<file path="config.mk">
export PLATFORM = sky130hd
export DESIGN_NAME = mem_read_engine
export DESIGN_NICKNAME = d
export VERILOG_FILES = /design/src/axi_mem_pkg.sv /design/src/mem_read_engine.sv
export SDC_FILE = /design/constraint.sdc
export NUM_CORES = 1
export LEC_CHECK = 0
export ABC_AREA = 1
export BUFFER_PORTS_ARGS = -buffer_cell sky130_fd_sc_hd__buf_2
export CAP_MARGIN = 20
export CORE_UTILIZATION = 46
export DETAILED_ROUTE_END_ITERATION = 12
export GPL_ROUTABILITY_DRIVEN = 1
export PLACE_DENSITY = 0.84
export SYNTH_ARGS = -nofsm -noshare
export SYNTH_HDL_FRONTEND = slang
export SYNTH_SLANG_ARGS = --single-unit
</file>
<file path="constraint.sdc">
create_clock -name clk_i -period 2.06 [get_ports clk_i]
set_clock_uncertainty 0.15 [all_clocks]
set_input_delay 0.206 -clock clk_i [delete_from_list [all_inputs] [get_ports clk_i]]
set_output_delay 0.206 -clock clk_i [all_outputs]
set_load 0.02 [all_outputs]
</file>
<file path="src/axi_mem_pkg.sv">
// Shared widths, AXI channel structs and response and atomic codes for the ATOP memory target.
package axi_mem_pkg;

  // Width of the AXI transaction ID.
  localparam int unsigned IdWidth = 4;
  // Word address width; one address selects one 32-bit word.
  localparam int unsigned AddrWidth = 8;
  // Data bus width in bits.
  localparam int unsigned DataWidth = 32;
  // One strobe bit per data byte.
  localparam int unsigned StrbWidth = DataWidth / 8;
  // Number of words in the storage array.
  localparam int unsigned MemDepth = 256;
  // Most write bursts that may be outstanding between the filter and the memory.
  localparam int unsigned MaxWriteTxns = 4;

  // Plain vector types for the fields that carry a meaning.
  typedef logic [IdWidth-1:0]   id_t;
  typedef logic [AddrWidth-1:0] addr_t;
  typedef logic [DataWidth-1:0] data_t;
  typedef logic [StrbWidth-1:0] strb_t;
  typedef logic [7:0]           len_t;
  typedef logic [5:0]           atop_t;
  typedef logic [1:0]           resp_t;

  // Response codes on B and R.
  localparam resp_t RespOkay   = 2'b00;
  localparam resp_t RespSlvErr = 2'b10;

  // Class of an atomic operation, taken from atop[5:4].
  localparam logic [1:0] AtopNone    = 2'b00;
  localparam logic [1:0] AtopStore   = 2'b01;
  localparam logic [1:0] AtopLoad    = 2'b10;
  localparam logic [1:0] AtopSwapCmp = 2'b11;

  // Write address channel payload.
  typedef struct packed {
    id_t   id;
    addr_t addr;
    len_t  len;
    atop_t atop;
  } aw_chan_t;

  // Write data channel payload.
  typedef struct packed {
    data_t data;
    strb_t strb;
    logic  last;
  } w_chan_t;

  // Write response channel payload.
  typedef struct packed {
    id_t   id;
    resp_t resp;
  } b_chan_t;

  // Read address channel payload.
  typedef struct packed {
    id_t   id;
    addr_t addr;
    len_t  len;
  } ar_chan_t;

  // Read data channel payload.
  typedef struct packed {
    id_t   id;
    data_t data;
    resp_t resp;
    logic  last;
  } r_chan_t;

  // Everything a manager drives on one AXI port.
  typedef struct packed {
    aw_chan_t aw;
    logic     aw_valid;
    w_chan_t  w;
    logic     w_valid;
    logic     b_ready;
    ar_chan_t ar;
    logic     ar_valid;
    logic     r_ready;
  } axi_req_t;

  // Everything a subordinate drives on one AXI port.
  typedef struct packed {
    logic     aw_ready;
    logic     w_ready;
    b_chan_t  b;
    logic     b_valid;
    logic     ar_ready;
    r_chan_t  r;
    logic     r_valid;
  } axi_rsp_t;

endpackage

</file>
<file path="src/mem_read_engine.sv">
// Serves one AXI read burst at a time, one beat per cycle, from the combinational array port.
`timescale 1ns/1ps

module mem_read_engine (
  input  logic                  clk_i,
  input  logic                  rst_ni,
  input  axi_mem_pkg::ar_chan_t ar_i,
  input  logic                  ar_valid_i,
  output logic                  ar_ready_o,
  output axi_mem_pkg::r_chan_t  r_o,
  output logic                  r_valid_o,
  input  logic                  r_ready_i,
  output axi_mem_pkg::addr_t    rd_addr_o,
  input  axi_mem_pkg::data_t    rd_data_i
);
  import axi_mem_pkg::*;

  typedef enum logic {
    st_idle,
    st_burst
  } state_t;

  state_t state_q;
  id_t    id_q;
  addr_t  addr_q;
  len_t   len_q;
  len_t   beat_q;
  logic   ar_fire, r_fire, last;

  assign ar_ready_o = (state_q == st_idle);
  assign ar_fire    = ar_valid_i && ar_ready_o;
  assign r_fire     = r_valid_o && r_ready_i;
  assign last       = (beat_q == len_q);

  // The array answers in the same cycle, so the beat follows the address directly.
  assign rd_addr_o  = addr_q;
  assign r_valid_o  = (state_q == st_burst);
  assign r_o.id     = id_q;
  assign r_o.data   = rd_data_i;
  assign r_o.resp   = RespOkay;
  assign r_o.last   = last;

  // Beat index and state; the beat under back-pressure stays put.
  always_ff @(posedge clk_i or negedge rst_ni) begin
    if (!rst_ni) begin
      state_q <= st_idle;
      beat_q  <= '0;
    end else if (ar_fire) begin
      state_q <= st_burst;
      beat_q  <= '0;
    end else if (r_fire) begin
      if (last) begin
        state_q <= st_idle;
      end
      beat_q <= beat_q + len_t'(1);
    end
  end

  always_ff @(posedge clk_i) begin
    if (ar_fire) begin
      id_q   <= ar_i.id;
      addr_q <= ar_i.addr;
      len_q  <= ar_i.len;
    end else if (r_fire) begin
      addr_q <= addr_q + addr_t'(1);
    end
  end

endmodule

</file>
Word level (Yosys, flattened, before mapping)
Cells that the tools add are included.
{ "word_totals": {"register_bits": 29, "input_bits": 56, "elab_cells": 21} }
{ "op_classes": {"addsub": 2, "n_eq_ne": 1, "mux": 7, "n_bitwise": 1, "reduce_logical": 5} }
{ "op_table": {"columns": ["cell", "count"], "rows": [
  ["$mux 8", 4],
  ["$add 8x1->8 const B", 2],
  ["$eq 8x8->1", 1],
  ["$reduce_bool 2->1", 2],
  ["$mux 1", 3],
  ["$logic_and 1x1->1", 2],
  ["$reduce_and 2->1", 1],
  ["$not 1->1", 1]
]} }

Depth between registers and ports, before layout
{ "logic_depth": {"depth_word": 4, "ltp_mapped": 8, "ltp_nobuf": 8} }

Least setup slack after synthesis
No wires, ideal clock.
{ "synth_timing": {"kind": "flip-flop to flip-flop", "startpoint": "reg state_q (netlist: r_valid_o)", "endpoint": "reg addr_q[0] (netlist: rd_addr_o[0]), enable pin", "setup_ns": 0.336, "arrival_ns": 1.137, "slack_ns": 0.437, "stages_incl_launch_ff": 5, "path_cell_list": "dfrtp_1 > inv_1 > nand2_1 > clkbuf_8 > nand2_1"} }
{ "synth_via": {"elab_chain_len": 3} }
{ "synth_rtl": {"columns": ["element", "line", "text"], "rows": [
  ["start, declared", "mem_read_engine.sv:23", "state_t state_q;"],
  ["start signal, assigned", "mem_read_engine.sv:46", "state_q <= st_idle;"],
  ["start signal, assigned", "mem_read_engine.sv:49", "state_q <= st_burst;"],
  ["start signal, assigned", "mem_read_engine.sv:53", "state_q <= st_idle;"],
  ["$not 1->1", "mem_read_engine.sv:30", "assign ar_ready_o = (state_q == st_idle);"],
  ["named net ar_ready_o", "mem_read_engine.sv:9", "output logic ar_ready_o,"],
  ["$logic_and 1x1->1", "mem_read_engine.sv:31", "assign ar_fire = ar_valid_i && ar_ready_o;"],
  ["$reduce_bool 2->1 (no line)", null, null],
  ["end signal, assigned", "mem_read_engine.sv:62", "addr_q <= ar_i.addr;"],
  ["end signal, assigned", "mem_read_engine.sv:65", "addr_q <= addr_q + addr_t'(1);"],
  ["end, declared", "mem_read_engine.sv:25", "addr_t addr_q;"]
]} }
The timed path passes the listed nets, and every way through them passes these cells.
A chain may end at the register's enable or synchronous reset.

==> metrics.txt <==
Final Hold Vio Count=0; combinational power share=between 30% and 40%; H-tree Lvls=2; DP HPWL=2.07 mm; TNS Setup=0 ns; ranking of synthesized cells by area=edfxtp_1, buf_4, dfrtp_1; largest net degree at the start of global routing=18; Design Area, Final=0.00187 sq mm; register bit count reported by yosys=29; sequential power share=47.6%; R2R depth=7; Filler Cell Count=roughly 290; Die Ht=62.1 um; Core Region=0.00339 sq mm; commonest cells after routing, fill and taps aside=nand2_1, buf_2, inv_1; top-area cell type share of the netlist area=between 30% and 40%; Core Util, Final=55.3%; Synthesis Warnings=0; number of port buffers=38; vias in the first global route=between 1k and 1.5k; Clock transition at path regs=approximately 0.090 ns; area delta synth->final=12.9%; Critical Path RT=1.70 ns; total track usage=between 10% and 20%; die area=0.00385 sq mm; Top cell by count, worst path=nand2_1; Lkg Pwr=roughly 0.90 nW; Gate Count Post-Synth=183; routed via count=1200; HP Class=primary input to flop; fmax=544 MHz; max_cap viols=0; Power per Cell Area=1170 mW/mm^2; Setup-failing EPs final=0; critical path depth in cells=7; RD Place Congestion=0.775; final max-slew violation count=0; Vias per Instance=4.63; P_int=1.32 mW; Inserted Clock Buffers=5; hold depth=3; clk_lat worst skew=roughly 0.34 ns; max incr delay on CP=0.45 ns; GRT overflow=0; Syn Area/Cell=a little over 9 sq um; nets=270; first-pass GRT wire length=4.46 mm; Final Cycle Share=between 80 and 90%; Crit Path Max Fanout=6; endpoint type of the worst setup path=output port; dpl cell area=0.00164 sq mm; Setup crit start kind=flop; RSZ-0062 raised after global routing=no; CTS tree=built; sequential-to-total area share from yosys stat=between 40 and 50%; status=finished, final reports clean; Gates resized, CTS repair=0; most common cell after layout, fill and taps aside=nand2_1; Unique masters post-synth=21; clock sink total=29; WP buf/inv=2; Net Sw Frac=40.2%; Initial Util=about half; initial antenna violation count=0; layout cells sized above 1=23.0%; number of setup buffers added after CTS=0; initial drt markers=34; Mapped Area=0.00166 sq mm; number of remaining DRC errors=0; total routed wirelength=between 2 and 3 mm; Antenna Diode Count=0; Period minus WS final=roughly 1.8 ns; worst endpoint data arrival time=roughly 1.5 ns; crit path cell chain=inv_1, nand2_1, nand2_1, nand2_1, nor2_1, and2_1, buf_2; top cell type by total area after synthesis=edfxtp_1; Antenna Nets Post-Route=0; Pre-Repair DR Iteration Count=4; Worst VDD drop=roughly 0.00056 V; Clock Path Buffers=2; site row count=21; chip width=62.1 um; Top Ports=105; family with the most delay on the worst path=simple AND/OR/NAND/NOR gates; root buf cell=clkbuf_4; Worst path slowest cell=dfrtp_1; drt wl/cell=11.3 um; power share of the clock group=14.9%; CP Class=flop to output port; switching pwr=0.884 mW
==> through the flow <==
stage	instances	hold slack, ns	setup slack [ns]	power, mW
floorplan	184	-0.240	0.437	1.70
global placement	233	-0.0802	0.497	1.82
detailed placement	233	-0.0787	0.429	1.86
CTS	259	0.00341	0.226	2.21
global route	259	0.0118	0.116	2.35
finish	259	0.00587	0.223	2.20
==> flip-flops by register name (all words and copies together), names as in the netlist <==
| register | cells |
|---|---|
| rd_addr_o | 8 |
| id_q | 4 |
| r_valid_o | 1 |
| beat_q | 8 |
| len_q | 8 |
==> power by group through the flow <==
stage | clock, mW | sequential, mW | combinational (mW)
4_1_cts | 0.333 | 1.05 | 0.832
2_1_floorplan | 0 | 1.14 | 0.558
3_3_place_gp | 0 | 1.04 | 0.774
3_5_place_dp | 0 | 1.06 | 0.805
5_1_grt | 0.346 | 1.08 | 0.925
6_report | 0.329 | 1.05 | 0.825
==> routing by layer <==
layer / vias to the layer above / GRT usage [%] / wire length (um)
met2: 56 / 29.6 / 1470
met5: - / 0 / 0
li1: 596 / - / -
met3: 10 / 5.18 / 273
met4: 0 / 9.84 / 52
met1: 538 / 16.8 / 1120
==> cell usage after synthesis <==
library cell	n
o21ai_1	2
nand3_1	8
edfxtp_1	20
nor3_1	1
inv_1	21
xnor2_1	6
o21bai_1	1
a21oi_1	4
nor2_1	9
a22oi_1	1
xor2_1	2
and2_1	1
buf_4	36
nor3_2	2
dfrtp_1	9
clkbuf_8	1
o21ai_0	7
conb_1	1
nand2_1	48
ha_1	2
nor3b_1	1
==> repair_timing <==
| item | CTS | global route |
|---|---|---|
| hold endpoints to repair | 26 | 0 |
| setup endpoints to repair | 0 | 0 |
| hold buffers | 18 | 0 |
==> kinds of logic after synthesis <==
kind of cell | Yosys count | share of synthesized area (%)
AO/OA/AOI/OAI | 15 | 4.82
XOR/XNOR | 8 | 4.22
adder cells (fa/ha/maj) | 2 | 1.51
buffers and inverters | 58 | 21.9
flip-flops | 29 | 49.7
other | 1 | 0.226
AND/OR/NAND/NOR | 70 | 17.6
==> layout make-up <==
class                   instances  area [sq um]  area share (%)
repair buffers                 58           385            20.6
inverters                      21          78.8            4.21
clock buffers                   6          41.3            2.20
clock inverters                 2          10.0           0.534
multi-input cells              97           475            25.4
well taps                      46          57.6            3.07
flip-flops and latches         29           826            44.1
==> worst paths after layout <==
path | from | end | slack (ns)
worst max-delay path | beat_q[0] | r_o[0] | 0.22
worst min-delay path | ar_i[13] | rd_addr_o[5] | 0.006
worst max register to register | r_valid_o | rd_addr_o[2] | 0.42
worst min register to register | r_valid_o | r_valid_o | 0.39
max in group asynchronous | rst_ni | beat_q[5] | 1.47
min in group asynchronous | rst_ni | beat_q[6] | 0.09
==> worst min-delay path, delay by kind of cell <==
kind | cells | cell delay (ns)
simple gates | 2 | 0.10
buf+inv | 1 | 0.08
Power figures use the tool's default switching activity.
