**config.mk**
```make
export PLATFORM = sky130hd
export DESIGN_NAME = axi_atop_filter
export DESIGN_NICKNAME = d
export VERILOG_FILES = /design/src/axi_mem_pkg.sv /design/src/axi_atop_filter.sv
export SDC_FILE = /design/constraint.sdc
export NUM_CORES = 1
export LEC_CHECK = 0
export BUFFER_PORTS_ARGS = -buffer_cell sky130_fd_sc_hd__buf_2
export CAP_MARGIN = 40
export CORE_AREA = 2 2 108 110
export CTS_CLUSTER_DIAMETER = 40
export DETAILED_ROUTE_END_ITERATION = 16
export DIE_AREA = 0 0 110 112
export PLACE_DENSITY = 0.64
export SYNTH_ARGS = -nofsm -noshare
export SYNTH_HDL_FRONTEND = slang
export SYNTH_SLANG_ARGS = --single-unit
```
**constraint.sdc**
```tcl
create_clock -name clk_i -period 2.6 [get_ports clk_i]
set_input_delay 0.26 -clock clk_i [delete_from_list [all_inputs] [get_ports clk_i]]
set_output_delay 0.26 -clock clk_i [all_outputs]
set_load 0.03 [all_outputs]
```
**src/axi_mem_pkg.sv**
```systemverilog
// Shared widths, AXI channel structs and response and atomic codes for the ATOP memory target.
package axi_mem_pkg;

  // Width of the AXI transaction ID.
  localparam int unsigned IdWidth = 4;
  // Word address width; one address selects one 32-bit word.
  localparam int unsigned AddrWidth = 8;
  // Data bus width in bits.
  localparam int unsigned DataWidth = 32;
  // One strobe bit per data byte.
  localparam int unsigned StrbWidth = DataWidth / 8;
  // Number of words in the storage array.
  localparam int unsigned MemDepth = 256;
  // Most write bursts that may be outstanding between the filter and the memory.
  localparam int unsigned MaxWriteTxns = 4;

  // Plain vector types for the fields that carry a meaning.
  typedef logic [IdWidth-1:0]   id_t;
  typedef logic [AddrWidth-1:0] addr_t;
  typedef logic [DataWidth-1:0] data_t;
  typedef logic [StrbWidth-1:0] strb_t;
  typedef logic [7:0]           len_t;
  typedef logic [5:0]           atop_t;
  typedef logic [1:0]           resp_t;

  // Response codes on B and R.
  localparam resp_t RespOkay   = 2'b00;
  localparam resp_t RespSlvErr = 2'b10;

  // Class of an atomic operation, taken from atop[5:4].
  localparam logic [1:0] AtopNone    = 2'b00;
  localparam logic [1:0] AtopStore   = 2'b01;
  localparam logic [1:0] AtopLoad    = 2'b10;
  localparam logic [1:0] AtopSwapCmp = 2'b11;

  // Write address channel payload.
  typedef struct packed {
    id_t   id;
    addr_t addr;
    len_t  len;
    atop_t atop;
  } aw_chan_t;

  // Write data channel payload.
  typedef struct packed {
    data_t data;
    strb_t strb;
    logic  last;
  } w_chan_t;

  // Write response channel payload.
  typedef struct packed {
    id_t   id;
    resp_t resp;
  } b_chan_t;

  // Read address channel payload.
  typedef struct packed {
    id_t   id;
    addr_t addr;
    len_t  len;
  } ar_chan_t;

  // Read data channel payload.
  typedef struct packed {
    id_t   id;
    data_t data;
    resp_t resp;
    logic  last;
  } r_chan_t;

  // Everything a manager drives on one AXI port.
  typedef struct packed {
    aw_chan_t aw;
    logic     aw_valid;
    w_chan_t  w;
    logic     w_valid;
    logic     b_ready;
    ar_chan_t ar;
    logic     ar_valid;
    logic     r_ready;
  } axi_req_t;

  // Everything a subordinate drives on one AXI port.
  typedef struct packed {
    logic     aw_ready;
    logic     w_ready;
    b_chan_t  b;
    logic     b_valid;
    logic     ar_ready;
    r_chan_t  r;
    logic     r_valid;
  } axi_rsp_t;

endpackage

```
**src/axi_atop_filter.sv**
```systemverilog
// Strips atomic bursts from an AXI stream and answers them with SLVERR on B and, if owed, on R.
`timescale 1ns/1ps

module axi_atop_filter (
  input  logic                  clk_i,
  input  logic                  rst_ni,
  input  axi_mem_pkg::axi_req_t slv_req_i,
  output axi_mem_pkg::axi_rsp_t slv_rsp_o,
  output axi_mem_pkg::axi_req_t mst_req_o,
  input  axi_mem_pkg::axi_rsp_t mst_rsp_i
);
  import axi_mem_pkg::*;

  // Counter of downstream write bursts whose AW has passed but whose last W has not.
  typedef logic [$clog2(MaxWriteTxns+1)-1:0] cnt_t;

  typedef enum logic [2:0] {
    w_feedthrough,
    w_block_aw,
    w_absorb_w,
    w_inject_b,
    w_wait_r
  } w_state_t;

  typedef enum logic {
    r_feedthrough,
    r_inject
  } r_state_t;

  w_state_t w_state_d, w_state_q;
  r_state_t r_state_d, r_state_q;
  cnt_t     w_cnt_d, w_cnt_q;
  id_t      id_d, id_q;
  len_t     r_beats_d, r_beats_q;

  // One-entry command register for an owed R burst.
  logic r_cmd_valid_d, r_cmd_valid_q;
  len_t r_cmd_len_d, r_cmd_len_q;
  logic r_cmd_push, r_cmd_pop;

  // High while a downstream R burst has sent some beats but not its last one.
  logic r_busy_d, r_busy_q;
  logic r_can_start;

  // Channel signals as driven by the two control blocks.
  aw_chan_t mst_aw;
  logic     mst_aw_valid, slv_aw_ready;
  logic     mst_w_valid, slv_w_ready;
  logic     mst_b_ready, slv_b_valid;
  b_chan_t  slv_b;
  logic     mst_r_ready, slv_r_valid;
  r_chan_t  slv_r;

  // Write side: AW, W and B.
  always_comb begin
    mst_aw_valid = 1'b0;
    slv_aw_ready = 1'b0;
    mst_w_valid  = 1'b0;
    slv_w_ready  = 1'b0;
    // Downstream write responses pass unless an error response is being injected.
    mst_b_ready  = slv_req_i.b_ready;
    slv_b_valid  = mst_rsp_i.b_valid;
    slv_b        = mst_rsp_i.b;
    id_d         = id_q;
    r_cmd_push   = 1'b0;
    w_state_d    = w_state_q;

    unique case (w_state_q)
      w_feedthrough: begin
        // AWs pass while the outstanding limit has room.
        if (w_cnt_q < cnt_t'(MaxWriteTxns)) begin
          mst_aw_valid = slv_req_i.aw_valid;
          slv_aw_ready = mst_rsp_i.aw_ready;
        end
        // W beats only pass once their AW is known to be an ordinary one.
        if (w_cnt_q != '0) begin
          mst_w_valid = slv_req_i.w_valid;
          slv_w_ready = mst_rsp_i.w_ready;
        end
        if (slv_req_i.aw_valid && slv_req_i.aw.atop[5:4] != AtopNone) begin
          // An atomic AW is taken here and never reaches the memory.
          mst_aw_valid = 1'b0;
          slv_aw_ready = 1'b1;
          id_d         = slv_req_i.aw.id;
          // Loads, swaps and compares also owe an R burst.
          if (slv_req_i.aw.atop[5:4] != AtopStore) begin
            r_cmd_push = 1'b1;
          end
          if (w_cnt_q != '0) begin
            // Earlier bursts still own the W channel.
            w_state_d = w_block_aw;
          end else begin
            mst_w_valid = 1'b0;
            slv_w_ready = 1'b1;
            if (slv_req_i.w_valid && slv_req_i.w.last) begin
              w_state_d = w_inject_b;
            end else begin
              w_state_d = w_absorb_w;
            end
          end
        end
      end

      w_block_aw: begin
        if (w_cnt_q != '0) begin
          mst_w_valid = slv_req_i.w_valid;
          slv_w_ready = mst_rsp_i.w_ready;
        end else begin
          // The W channel is free, so the atomic data is next.
          slv_w_ready = 1'b1;
          if (slv_req_i.w_valid && slv_req_i.w.last) begin
            w_state_d = w_inject_b;
          end else begin
            w_state_d = w_absorb_w;
          end
        end
      end

      w_absorb_w: begin
        slv_w_ready = 1'b1;
        if (slv_req_i.w_valid && slv_req_i.w.last) begin
          w_state_d = w_inject_b;
        end
      end

      w_inject_b: begin
        // Downstream B waits while the error response is held.
        mst_b_ready = 1'b0;
        slv_b_valid = 1'b1;
        slv_b.id    = id_q;
        slv_b.resp  = RespSlvErr;
        if (slv_req_i.b_ready) begin
          if (r_cmd_valid_q && !r_cmd_pop) begin
            w_state_d = w_wait_r;
          end else begin
            w_state_d = w_feedthrough;
          end
        end
      end

      w_wait_r: begin
        // New AWs wait until the owed R burst has gone out.
        if (!r_cmd_valid_q) begin
          w_state_d = w_feedthrough;
        end
      end

      default: w_state_d = w_feedthrough;
    endcase
  end

  // Payload passes straight through, with atop forced to zero downstream.
  always_comb begin
    mst_aw      = slv_req_i.aw;
    mst_aw.atop = '0;
  end

  // Outstanding downstream write bursts.
  always_comb begin
    w_cnt_d = w_cnt_q;
    if (mst_aw_valid && mst_rsp_i.aw_ready) begin
      w_cnt_d = w_cnt_d + cnt_t'(1);
    end
    if (mst_w_valid && mst_rsp_i.w_ready && slv_req_i.w.last) begin
      w_cnt_d = w_cnt_d - cnt_t'(1);
    end
  end

  // Injection may start only at a burst boundary of the downstream R stream.
  // A beat held without a transfer would otherwise change under valid.
  assign r_can_start = !r_busy_q &&
                       (!mst_rsp_i.r_valid || (slv_req_i.r_ready && mst_rsp_i.r.last));

  // Read side: R feed-through or injected SLVERR beats.
  always_comb begin
    slv_r       = mst_rsp_i.r;
    slv_r_valid = mst_rsp_i.r_valid;
    mst_r_ready = slv_req_i.r_ready;
    r_cmd_pop   = 1'b0;
    r_beats_d   = r_beats_q;
    r_state_d   = r_state_q;

    unique case (r_state_q)
      r_feedthrough: begin
        // A command pushed this cycle is taken at once, so beats start on the next cycle.
        if ((r_cmd_valid_q || r_cmd_push) && r_can_start) begin
          r_beats_d = r_cmd_valid_q ? r_cmd_len_q : slv_req_i.aw.len;
          r_state_d = r_inject;
        end
      end

      r_inject: begin
        mst_r_ready = 1'b0;
        slv_r_valid = 1'b1;
        slv_r       = '0;
        slv_r.id    = id_q;
        slv_r.resp  = RespSlvErr;
        slv_r.last  = (r_beats_q == '0);
        if (slv_req_i.r_ready) begin
          if (r_beats_q == '0) begin
            r_cmd_pop = 1'b1;
            r_state_d = r_feedthrough;
          end else begin
            r_beats_d = r_beats_q - len_t'(1);
          end
        end
      end

      default: r_state_d = r_feedthrough;
    endcase
  end

  // Track bursts in flight on the downstream R channel.
  always_comb begin
    r_busy_d = r_busy_q;
    if (mst_rsp_i.r_valid && mst_r_ready) begin
      r_busy_d = !mst_rsp_i.r.last;
    end
  end

  // Command register, filled on an atomic AW and emptied after the last injected beat.
  always_comb begin
    r_cmd_valid_d = r_cmd_valid_q;
    r_cmd_len_d   = r_cmd_len_q;
    if (r_cmd_push) begin
      r_cmd_valid_d = 1'b1;
      r_cmd_len_d   = slv_req_i.aw.len;
    end
    if (r_cmd_pop) begin
      r_cmd_valid_d = 1'b0;
    end
  end

  always_ff @(posedge clk_i or negedge rst_ni) begin
    if (!rst_ni) begin
      w_state_q     <= w_feedthrough;
      r_state_q     <= r_feedthrough;
      w_cnt_q       <= '0;
      r_beats_q     <= '0;
      r_cmd_valid_q <= 1'b0;
      r_busy_q      <= 1'b0;
    end else begin
      w_state_q     <= w_state_d;
      r_state_q     <= r_state_d;
      w_cnt_q       <= w_cnt_d;
      r_beats_q     <= r_beats_d;
      r_cmd_valid_q <= r_cmd_valid_d;
      r_busy_q      <= r_busy_d;
    end
  end

  // Atomic ID and owed R burst length, loaded when an atomic AW is absorbed.
  always_ff @(posedge clk_i) begin
    id_q        <= id_d;
    r_cmd_len_q <= r_cmd_len_d;
  end

  // AR needs no filtering and passes through unchanged.
  assign mst_req_o = '{
    aw:       mst_aw,
    aw_valid: mst_aw_valid,
    w:        slv_req_i.w,
    w_valid:  mst_w_valid,
    b_ready:  mst_b_ready,
    ar:       slv_req_i.ar,
    ar_valid: slv_req_i.ar_valid,
    r_ready:  mst_r_ready
  };

  assign slv_rsp_o = '{
    aw_ready: slv_aw_ready,
    w_ready:  slv_w_ready,
    b:        slv_b,
    b_valid:  slv_b_valid,
    ar_ready: mst_rsp_i.ar_ready,
    r:        slv_r,
    r_valid:  slv_r_valid
  };

endmodule

```
Word level (Yosys, flattened, before mapping)
Cells that the tools add are included.
Operators by class
  $add $sub $neg: 3
  reductions and logical operators: 24
  eq/ne operators: 13
  bitwise gates (word level): 1
  muxes and demuxes: 49
  magnitude comparators: 1
Operators by type and width (number)
  39-bit 2-to-1 mux: 1
  8-bit 2-to-1 mux: 4
  1-bit 2-to-1 mux: 29
  3-bit 2-to-1 mux: 8
  2-bit != test (second input constant): 8
  8-bit one-hot mux with 2 select lines: 1
  3-bit one-hot mux with 5 select lines: 1
  1-bit logical AND: 10
  8-bit logical NOT: 1
  8-bit by 1-bit subtractor with 8-bit output (second input constant): 1
  3-bit by 2-bit == test with 1-bit output (second input constant): 2
  6-bit 2-to-1 mux: 1
  5-bit AND reduction: 1
  1-bit logical NOT: 4
  1-bit one-hot mux with 2 select lines: 2
  2-bit nonzero test: 2
  3-bit by 1-bit adder with 3-bit output (second input constant): 1
  3-bit by 1-bit == test with 1-bit output (second input constant): 1
  3-bit == test (second input constant): 1
  3-bit logical NOT: 1
  3-bit less-than comparator (second input constant): 1
  1-bit one-hot mux with 3 select lines: 1
  3-bit AND reduction: 1
  3-bit nonzero test: 1
  other kinds (6): 7
Storage, ports and cells
  input port bits: 140
  register bits after elaboration: 29
  logic and storage cells: 99

Longest topological paths before layout
Gate-level depths: netlist of the first run.
  depth in word-level cells: 9
  gate-level depth with buffers: 8

Worst setup path before layout of the first run
OpenSTA, ideal clock, no wires.
  path type: reg2reg
  start point: reg w_state_q[2]
  end point: reg w_cnt_q[2]
  arrival: 1.737 ns
  slack: 0.735 ns
  data required time: 2.472 ns
  stages on the path, launching flop included: 9
  buffers on the path: 1
  period minus slack after synthesis: 1.865 ns
  library setup time: 0.128 ns
  cell sequence: dfrtp_1 > buf_6 > nor4b_4 > nand2_1 > nor2_1 > mux2i_1 > ha_1 > nand2_1 > xor2_1
Between the ends
  cells in the longest elaborated chain, start to end: 6
  elaborated cells between the ends (all ways): 10
RTL lines
  from (decl): line axi_atop_filter.sv:30  | w_state_t w_state_d, w_state_q;
  from (signal assigned): line axi_atop_filter.sv:236  | w_state_q <= w_feedthrough;
  from (signal assigned): line axi_atop_filter.sv:243  | w_state_q <= w_state_d;
  3-bit logical NOT: line axi_atop_filter.sv:68  | unique case (w_state_q)
  1-bit 2-to-1 mux: line axi_atop_filter.sv:68
  1-bit logical AND: line axi_atop_filter.sv:161  | if (mst_aw_valid && mst_rsp_i.aw_ready) begin
  3-bit 2-to-1 mux: line axi_atop_filter.sv:161
  3-bit by 1-bit subtractor with 3-bit output: line axi_atop_filter.sv:165  | w_cnt_d = w_cnt_d - cnt_t'(1);
  3-bit 2-to-1 mux (*): line axi_atop_filter.sv:164  | if (mst_w_valid && mst_rsp_i.w_ready && slv_req_i.w.last) begin
  named net w_cnt_d[2]: line axi_atop_filter.sv:32  | cnt_t w_cnt_d, w_cnt_q;
  to (signal assigned): line axi_atop_filter.sv:245  | w_cnt_q <= w_cnt_d;
  to (decl): line axi_atop_filter.sv:32
Mark *: on every way through the listed nets, which the timed path passes. The rest lies on a longest branch.
A chain may end at the register's enable or synchronous reset.

Worst setup path in the final report of the first run
  start point: reg r_beats_q[0]
  end point: reg r_beats_q[5]
Between the ends
  cells in the longest elaborated chain, start to end: 4
  elaborated cells between the ends (all ways): 7
RTL lines
  from (decl): line axi_atop_filter.sv:34  | len_t r_beats_d, r_beats_q;
  from (signal assigned): line axi_atop_filter.sv:246  | r_beats_q <= r_beats_d;
  8-bit by 1-bit subtractor with 8-bit output: line axi_atop_filter.sv:204  | r_beats_d = r_beats_q - len_t'(1);
  8-bit 2-to-1 mux: line axi_atop_filter.sv:200  | if (r_beats_q == '0) begin
  8-bit 2-to-1 mux: line axi_atop_filter.sv:199  | if (slv_req_i.r_ready) begin
  8-bit one-hot mux with 2 select lines: line axi_atop_filter.sv:183  | unique case (r_state_q)
Several ways; a longest one is shown, not always the timed one. The select of a mux whose other input is x is not followed.

==> metrics, run 1 <==
via count=2217; setup violators final=0; Initial DRT Pass Iterations=4; endpoint of the worst hold path=id_q[2]; overall die width=110 µm; transition time of the tightest slew-check pin=720 ps; placed wire-length estimate=6.81 mm; setup_tns=0 ps; number of sinks driven by the clock tree=29; wire length of the first global-routing pass=11.8 mm; growth of design area from synthesis to finish=9.88%; total of flip-flops plus latches after synthesis=29; clock skew after layout=3.82 ps; series of cell instances along the critical path=inv_1, ha_1, nor4b_2, and2_1, o22a_1, o21ai_0, a221o_1; Yosys warning total=0; remaining routing DRC violations=0; post-synthesis instance area=2740 µm²; Synth Area per Inst=8.68 µm²; number of buffers added by the clock tree synthesis step=5; clock-pin slew on the worst setup and hold paths=50 ps; cell taking the most area after synthesis=sky130_fd_sc_hd__buf_4; Peak VDD IR=0.408 mV; grt total ovfl=0; hold-fix buffers at CTS=1; fraction of post-synthesis cell area in the top cell type by area=25.5%; total power=3.08 mW; required time at the worst-slack endpoint=2750 ps; Final Cycle Share=84.2%; number of cells produced by synthesis=315; highest cell delay on the worst timing path=420 ps; Hold Violations, Final=0; Die H=112 µm; critical hold path startpoint=slv_req_i[86]; vias in the first global route=2108; critical-path maximum fanout=12; worst hold path cell count=1; number of gates resized after cts=0; portion of the post-synthesis area used by sequential elements=28.7%; hold slack final=175 ps; CTS Buffer Depth=2; crit end category=flip-flop; worst r2r path cells=7; number of DRC violations after detailed-routing iteration 0=55; worst slack after detailed placement=427 ps; sort of element at the start of the critical path=flip-flop; kind of critical path=reg2reg; number of top-level design ports=278; ANT nets after route=0; Inserted Diodes=0; die footprint=12300 µm²; ratio of cells with drive above 1 in the final layout=45.3%; path category of the worst min-delay check=in2reg; RePlAce Congestion=0.819; most instantiated library cell after synthesis=sky130_fd_sc_hd__buf_4; post-route setup slack=411 ps; unrepaired setup endpoints after global routing=no; worst relative slew slack=51.5%; cell with the largest stage delay on the worst path=sky130_fd_sc_hd__dfrtp_1; largest cells by area after synthesis=sky130_fd_sc_hd__buf_4 26%, sky130_fd_sc_hd__dfrtp_1 16%, sky130_fd_sc_hd__edfxtp_1 13%; power per unit of standard cell area=1020 nW/µm²; launch instance of the worst register-to-register path=r_beats_q[0]; signal arrival time at the worst endpoint=2340 ps; Total Routed Length=8.24 mm; top_reg_cell synth=sky130_fd_sc_hd__dfrtp_1; setup fix buffers added after clock tree synthesis=0; clock root buffer master=sky130_fd_sc_hd__clkbuf_16; Slew Limit Fails=0; leakage power=1.42 nW; count of buffers inserted at the top-level ports=135; count of maximum capacitance violations=0; Total Nets Final=504; register-to-register path setup slack=410 ps; pin count of the biggest net entering global routing=34; CORE AREA=11200 µm²; initial core utilization=24.5%; min cycle time layout=2190 ps; count of distinct cell types in the synthesized netlist=49; CTS H-tree lvls=2; async set or reset register ratio after synthesis=58.6%; capturing point of the worst reg2reg path=r_beats_q[5]; number of core rows=39; list of most frequent post-synthesis cells=93 x sky130_fd_sc_hd__buf_4, 35 x sky130_fd_sc_hd__nor2b_1, 20 x sky130_fd_sc_hd__nand2_1, 17 x sky130_fd_sc_hd__dfrtp_1, 16 x sky130_fd_sc_hd__nor2_1; antenna violations before repair=1; overall track demand over capacity in global routing=12.6%; number of enable flip-flop cells after synthesis=12; run status=finished clean; highest achievable clock rate=457 MHz; TritonCTS clock tree=built; via count normalized by instance count=4.41; final routed wire length divided by cell count=16.4 µm; latest clock arrival within the worst-skew pair=270 ps
==> cells by family after synthesis <==
group | synth area share [%]
multiplexers | 6.77
buffers and inverters | 29.1
XOR/XNOR | 0.961
AO/OA/AOI/OAI | 10.2
AND/OR/NAND/NOR | 21.8
other | 0.137
flip-flops | 28.7
adder cells (fa/ha/maj) | 2.29
==> through the flow <==
step           instance area [µm²]  instances  utilization (%)
2_1_floorplan                 2750        320                -
3_3_place_gp                  2860        494             25.6
3_5_place_dp                  2860        494             25.6
4_1_cts                       3010        503             26.9
5_1_grt                       3010        503             26.9
6_report                      3010        503             26.9
==> flip-flops by register name, summed over array words and instances, names as in the netlist <==
name,cells
w_cnt_q,3
r_beats_q,8
r_busy_q,1
w_state_q,3
r_cmd_len_q,8
r_state_q,1
r_cmd_valid_q,1
id_q,4
==> cell usage in the layout (no fill, tap or decap), types with 4 or more instances in the layout <==
| cell | count |
|---|---|
| sky130_fd_sc_hd__nor2b_1 | 35 |
| sky130_fd_sc_hd__edfxtp_1 | 12 |
| sky130_fd_sc_hd__buf_2 | 135 |
| sky130_fd_sc_hd__ha_1 | 5 |
| sky130_fd_sc_hd__nor3_1 | 4 |
| sky130_fd_sc_hd__nand2b_1 | 4 |
| sky130_fd_sc_hd__nand3_1 | 6 |
| sky130_fd_sc_hd__mux2_2 | 12 |
| sky130_fd_sc_hd__nor2_1 | 16 |
| sky130_fd_sc_hd__clkbuf_16 | 5 |
| sky130_fd_sc_hd__and2_1 | 5 |
| sky130_fd_sc_hd__o21ai_0 | 7 |
| sky130_fd_sc_hd__inv_1 | 8 |
| sky130_fd_sc_hd__a21oi_1 | 6 |
| sky130_fd_sc_hd__nand2_1 | 20 |
| sky130_fd_sc_hd__conb_1 | 6 |
| sky130_fd_sc_hd__mux2i_1 | 5 |
| sky130_fd_sc_hd__dfrtp_1 | 16 |
==> final cells by class <==
cell class                      instances  area [µm²]
Multi-Input combinational cell        177        1170
Fill cell                            1205        8170
Clock inverter                          1        3.75
Clock buffer                            7         133
Tap cell                              143         179
Inverter                                8        30.0
Sequential cell                        29         787
Timing Repair Buffer                  138         701
==> critical path, delay by kind of cell (launching register included) <==
kind	cells	cell delay [ps]
buf+inv	1	100
flops	1	420
fa+ha+maj	1	150
compound gates	3	860
simple gates	2	540
==> layer usage <==
| layer | GRT usage [%] | share of wire [%] | vias up |
|---|---|---|---|
| met3 | 4.98 | 10 | 18 |
| li1 | - | - | 1048 |
| met1 | 13.6 | 38 | 1048 |
| met5 | 0 | 0.16 | - |
| met2 | 21.8 | 50 | 101 |
| met4 | 4.64 | 1.7 | 2 |
==> report_power, final <==
| part | internal (mW) | switching (mW) |
|---|---|---|
| Combinational | 0.617 | 1.04 |
| Sequential | 0.625 | 0.256 |
| Clock | 0.351 | 0.186 |
| Total | 1.59 | 1.48 |
==> worst max-delay path by stage <==
stage | startpoint | end | slack [ps]
6_report | r_beats_q[0] | r_beats_q[5] | 410
5_1_grt | r_beats_q[0] | r_beats_q[5] | 240
4_1_cts | r_beats_q[0] | r_beats_q[5] | 410
3_5_place_dp | r_beats_q[0] | r_beats_q[5] | 430
3_3_place_gp | r_beats_q[0] | r_beats_q[5] | 500
2_1_floorplan | w_state_q[2] | w_cnt_q[2] | 740
(Power assumes the default switching activity.)
==> run 2: changes to the inputs <==
--- a/config.mk
+++ b/config.mk
@@ -7,11 +7,11 @@
 export LEC_CHECK = 0
 export BUFFER_PORTS_ARGS = -buffer_cell sky130_fd_sc_hd__buf_2
 export CAP_MARGIN = 40
-export CORE_AREA = 2 2 108 110
+export CORE_AREA = 2 2 109 111
 export CTS_CLUSTER_DIAMETER = 40
 export DETAILED_ROUTE_END_ITERATION = 16
-export DIE_AREA = 0 0 110 112
-export PLACE_DENSITY = 0.64
+export DIE_AREA = 0 0 111 113
+export PLACE_DENSITY = 0.65
 export SYNTH_ARGS = -nofsm -noshare
 export SYNTH_HDL_FRONTEND = slang
 export SYNTH_SLANG_ARGS = --single-unit
==> constraint.sdc (replaced) <==
create_clock -name clk_i -period 1.8 [get_ports clk_i]
set_input_delay 0.18 -clock clk_i [delete_from_list [all_inputs] [get_ports clk_i]]
set_output_delay 0.18 -clock clk_i [all_outputs]
set_load 0.03 [all_outputs]
==> metrics, run 2 (synthesis gave the netlist of run 1 again) <==
run status=finished, violations left; violations in the final reports=setup timing; die footprint=12500 µm²; launch instance of the worst register-to-register path=w_state_q[2]; switching fraction of total power=46.2%; placed wire-length estimate=7.31 mm; Die H=113 µm; number of core rows=39; via count normalized by instance count=4.48; ratio of cells with drive above 1 in the final layout=53.6%; Post-DP Area=3030 µm²; most frequent cells in the layout=132 x sky130_fd_sc_hd__buf_2, 34 x sky130_fd_sc_hd__nor2b_1, 31 x sky130_fd_sc_hd__buf_4; required time at the worst-slack endpoint=1620 ps; Top Registers=r_beats_q (8), r_cmd_len_q (8), id_q (4); worst relative slew slack=62.7%; post-route setup slack=-35.4 ps; final routed wire length divided by cell count=16.8 µm; pin count of the biggest net entering global routing=22; capturing point of the worst reg2reg path=w_cnt_q[2]; CTS Buffer Depth=2; antenna violations before repair=1; worst hold path cell count=1; highest achievable clock rate=545 MHz; cell with the largest stage delay on the worst path=sky130_fd_sc_hd__dfrtp_1; initial core utilization=24.3%; number of buffers added by the clock tree synthesis step=5; sort of element at the start of the critical path=flip-flop; Peak VDD IR=0.468 mV; count of buffers inserted at the top-level ports=135; critical-path maximum fanout=2; worst r2r path cells=7; final std cell area, no fill=3350 µm²; CORE AREA=11300 µm²; signal arrival time at the worst endpoint=1660 ps; hold slack final=97.8 ps; clock-pin slew on the worst setup and hold paths=50 ps; transition time of the tightest slew-check pin=554 ps; number of sinks driven by the clock tree=29; power per unit of standard cell area=1490 nW/µm²; grt total ovfl=0; Hold Violations, Final=0; Slew Limit Fails=0; Clock Power Share=15.5%; number of standard cells in the layout, taps in and fillers out=533; Total Routed Length=8.93 mm; unrepaired setup endpoints after global routing=yes; path category of the worst min-delay check=in2reg; wire length of the first global-routing pass=13.7 mm; power share of the sequential group=22.0%; CTS H-tree lvls=2; share of the core filled with cells=29.7%; total power=5.01 mW; register-to-register path setup slack=0 ps; clock root buffer master=sky130_fd_sc_hd__clkbuf_16; via count=2388; TritonCTS clock tree=built; RePlAce Congestion=0.866; setup violators final=1; Inserted Diodes=0; commonest non-fill, non-tap cell in the layout=sky130_fd_sc_hd__buf_2; kind of critical path=reg2out; combinational cell fraction of total power=62.5%; growth of design area from synthesis to finish=22.5%; highest cell delay on the worst timing path=370 ps; crit end category=output port; critical hold path startpoint=slv_req_i[84]; latest clock arrival within the worst-skew pair=270 ps; cell repeated most along the worst path=sky130_fd_sc_hd__buf_6; number of top-level design ports=278; clock skew after layout=5.27 ps; Final Cycle Share=102%; switching component of the power=2.31 mW; overall die width=111 µm; number of DRC violations after detailed-routing iteration 0=161; overall track demand over capacity in global routing=13.6%; remaining routing DRC violations=0; count of maximum capacitance violations=0; vias in the first global route=2431; instance count after placement with tap cells included=515; endpoint of the worst hold path=id_q[0]; min cycle time layout=1840 ps; cell-internal power=2.69 mW; series of cell instances along the critical path=inv_2, ha_4, nor4b_4, and2_4, buf_6, mux2_4, buf_6; Initial DRT Pass Iterations=5; Total Nets Final=534; leakage power=1.60 nW; ANT nets after route=0
==> run 2: critical path: cells and delay by family, from the launching register on <==
| family | cells | cell delay (ps) |
|---|---|---|
| flops | 1 | 370 |
| buf+inv | 3 | 320 |
| simple gates | 2 | 280 |
| mux | 1 | 260 |
| fa+ha+maj | 1 | 150 |
==> run 2: worst max path at each step <==
stage	endpoint	start	slack (ps)
6_report	slv_rsp_o[1]	r_beats_q[1]	-40
5_1_grt	w_cnt_q[2]	w_state_q[2]	-100
4_1_cts	slv_rsp_o[1]	r_beats_q[1]	-60
3_3_place_gp	r_beats_q[5]	r_beats_q[0]	-4
2_1_floorplan	w_cnt_q[2]	w_state_q[2]	0.9
3_5_place_dp	r_beats_q[5]	r_beats_q[1]	-80
==> run 2: per-layer routing <==
metal	vias to the layer above	part of all wire (%)	track usage, %
met5	-	0.15	0
met4	2	3.1	5.25
met2	128	49	22.9
met3	25	8.1	4.02
met1	1123	39	16.5
li1	1110	-	-
==> run 2: power by group through the flow <==
stage	clock network (mW)	logic, mW	registers, mW
after floorplan	0	2.37	1.05
after global placement	0	2.76	1.08
after detailed placement	0	2.84	1.09
after CTS	0.804	2.97	1.10
after global routing	0.834	3.41	1.13
final	0.775	3.13	1.10
==> run 2: timing repair <==
item	4_1_cts	5_1_grt
resized for setup	15	15
hold buffers	1	0
endpoints found under the hold margin	17	0
pin swaps	2	4
endpoints found under the setup margin	15	15
buffers inserted	2	7
==> run 2: metrics by stage <==
| step | TNS [ps] | setup WS [ps] |
|---|---|---|
| 4_1_cts | -55.9 | -55.9 |
| 6_report | -35.4 | -35.4 |
| 3_5_place_dp | -217 | -77.2 |
| 3_3_place_gp | -4.35 | -4.35 |
| 5_1_grt | -225 | -104 |
| 2_1_floorplan | 0 | 0.879 |
==> run 2: cell type report <==
cell class              count  area (µm²)
clock inverters             1        3.75
clock buffers               7         133
well taps                 143         179
flip-flops and latches     29         787
inverters                   8        30.0
repair buffers            168         957
fillers                  1189        7920
multi-input cells         177        1260
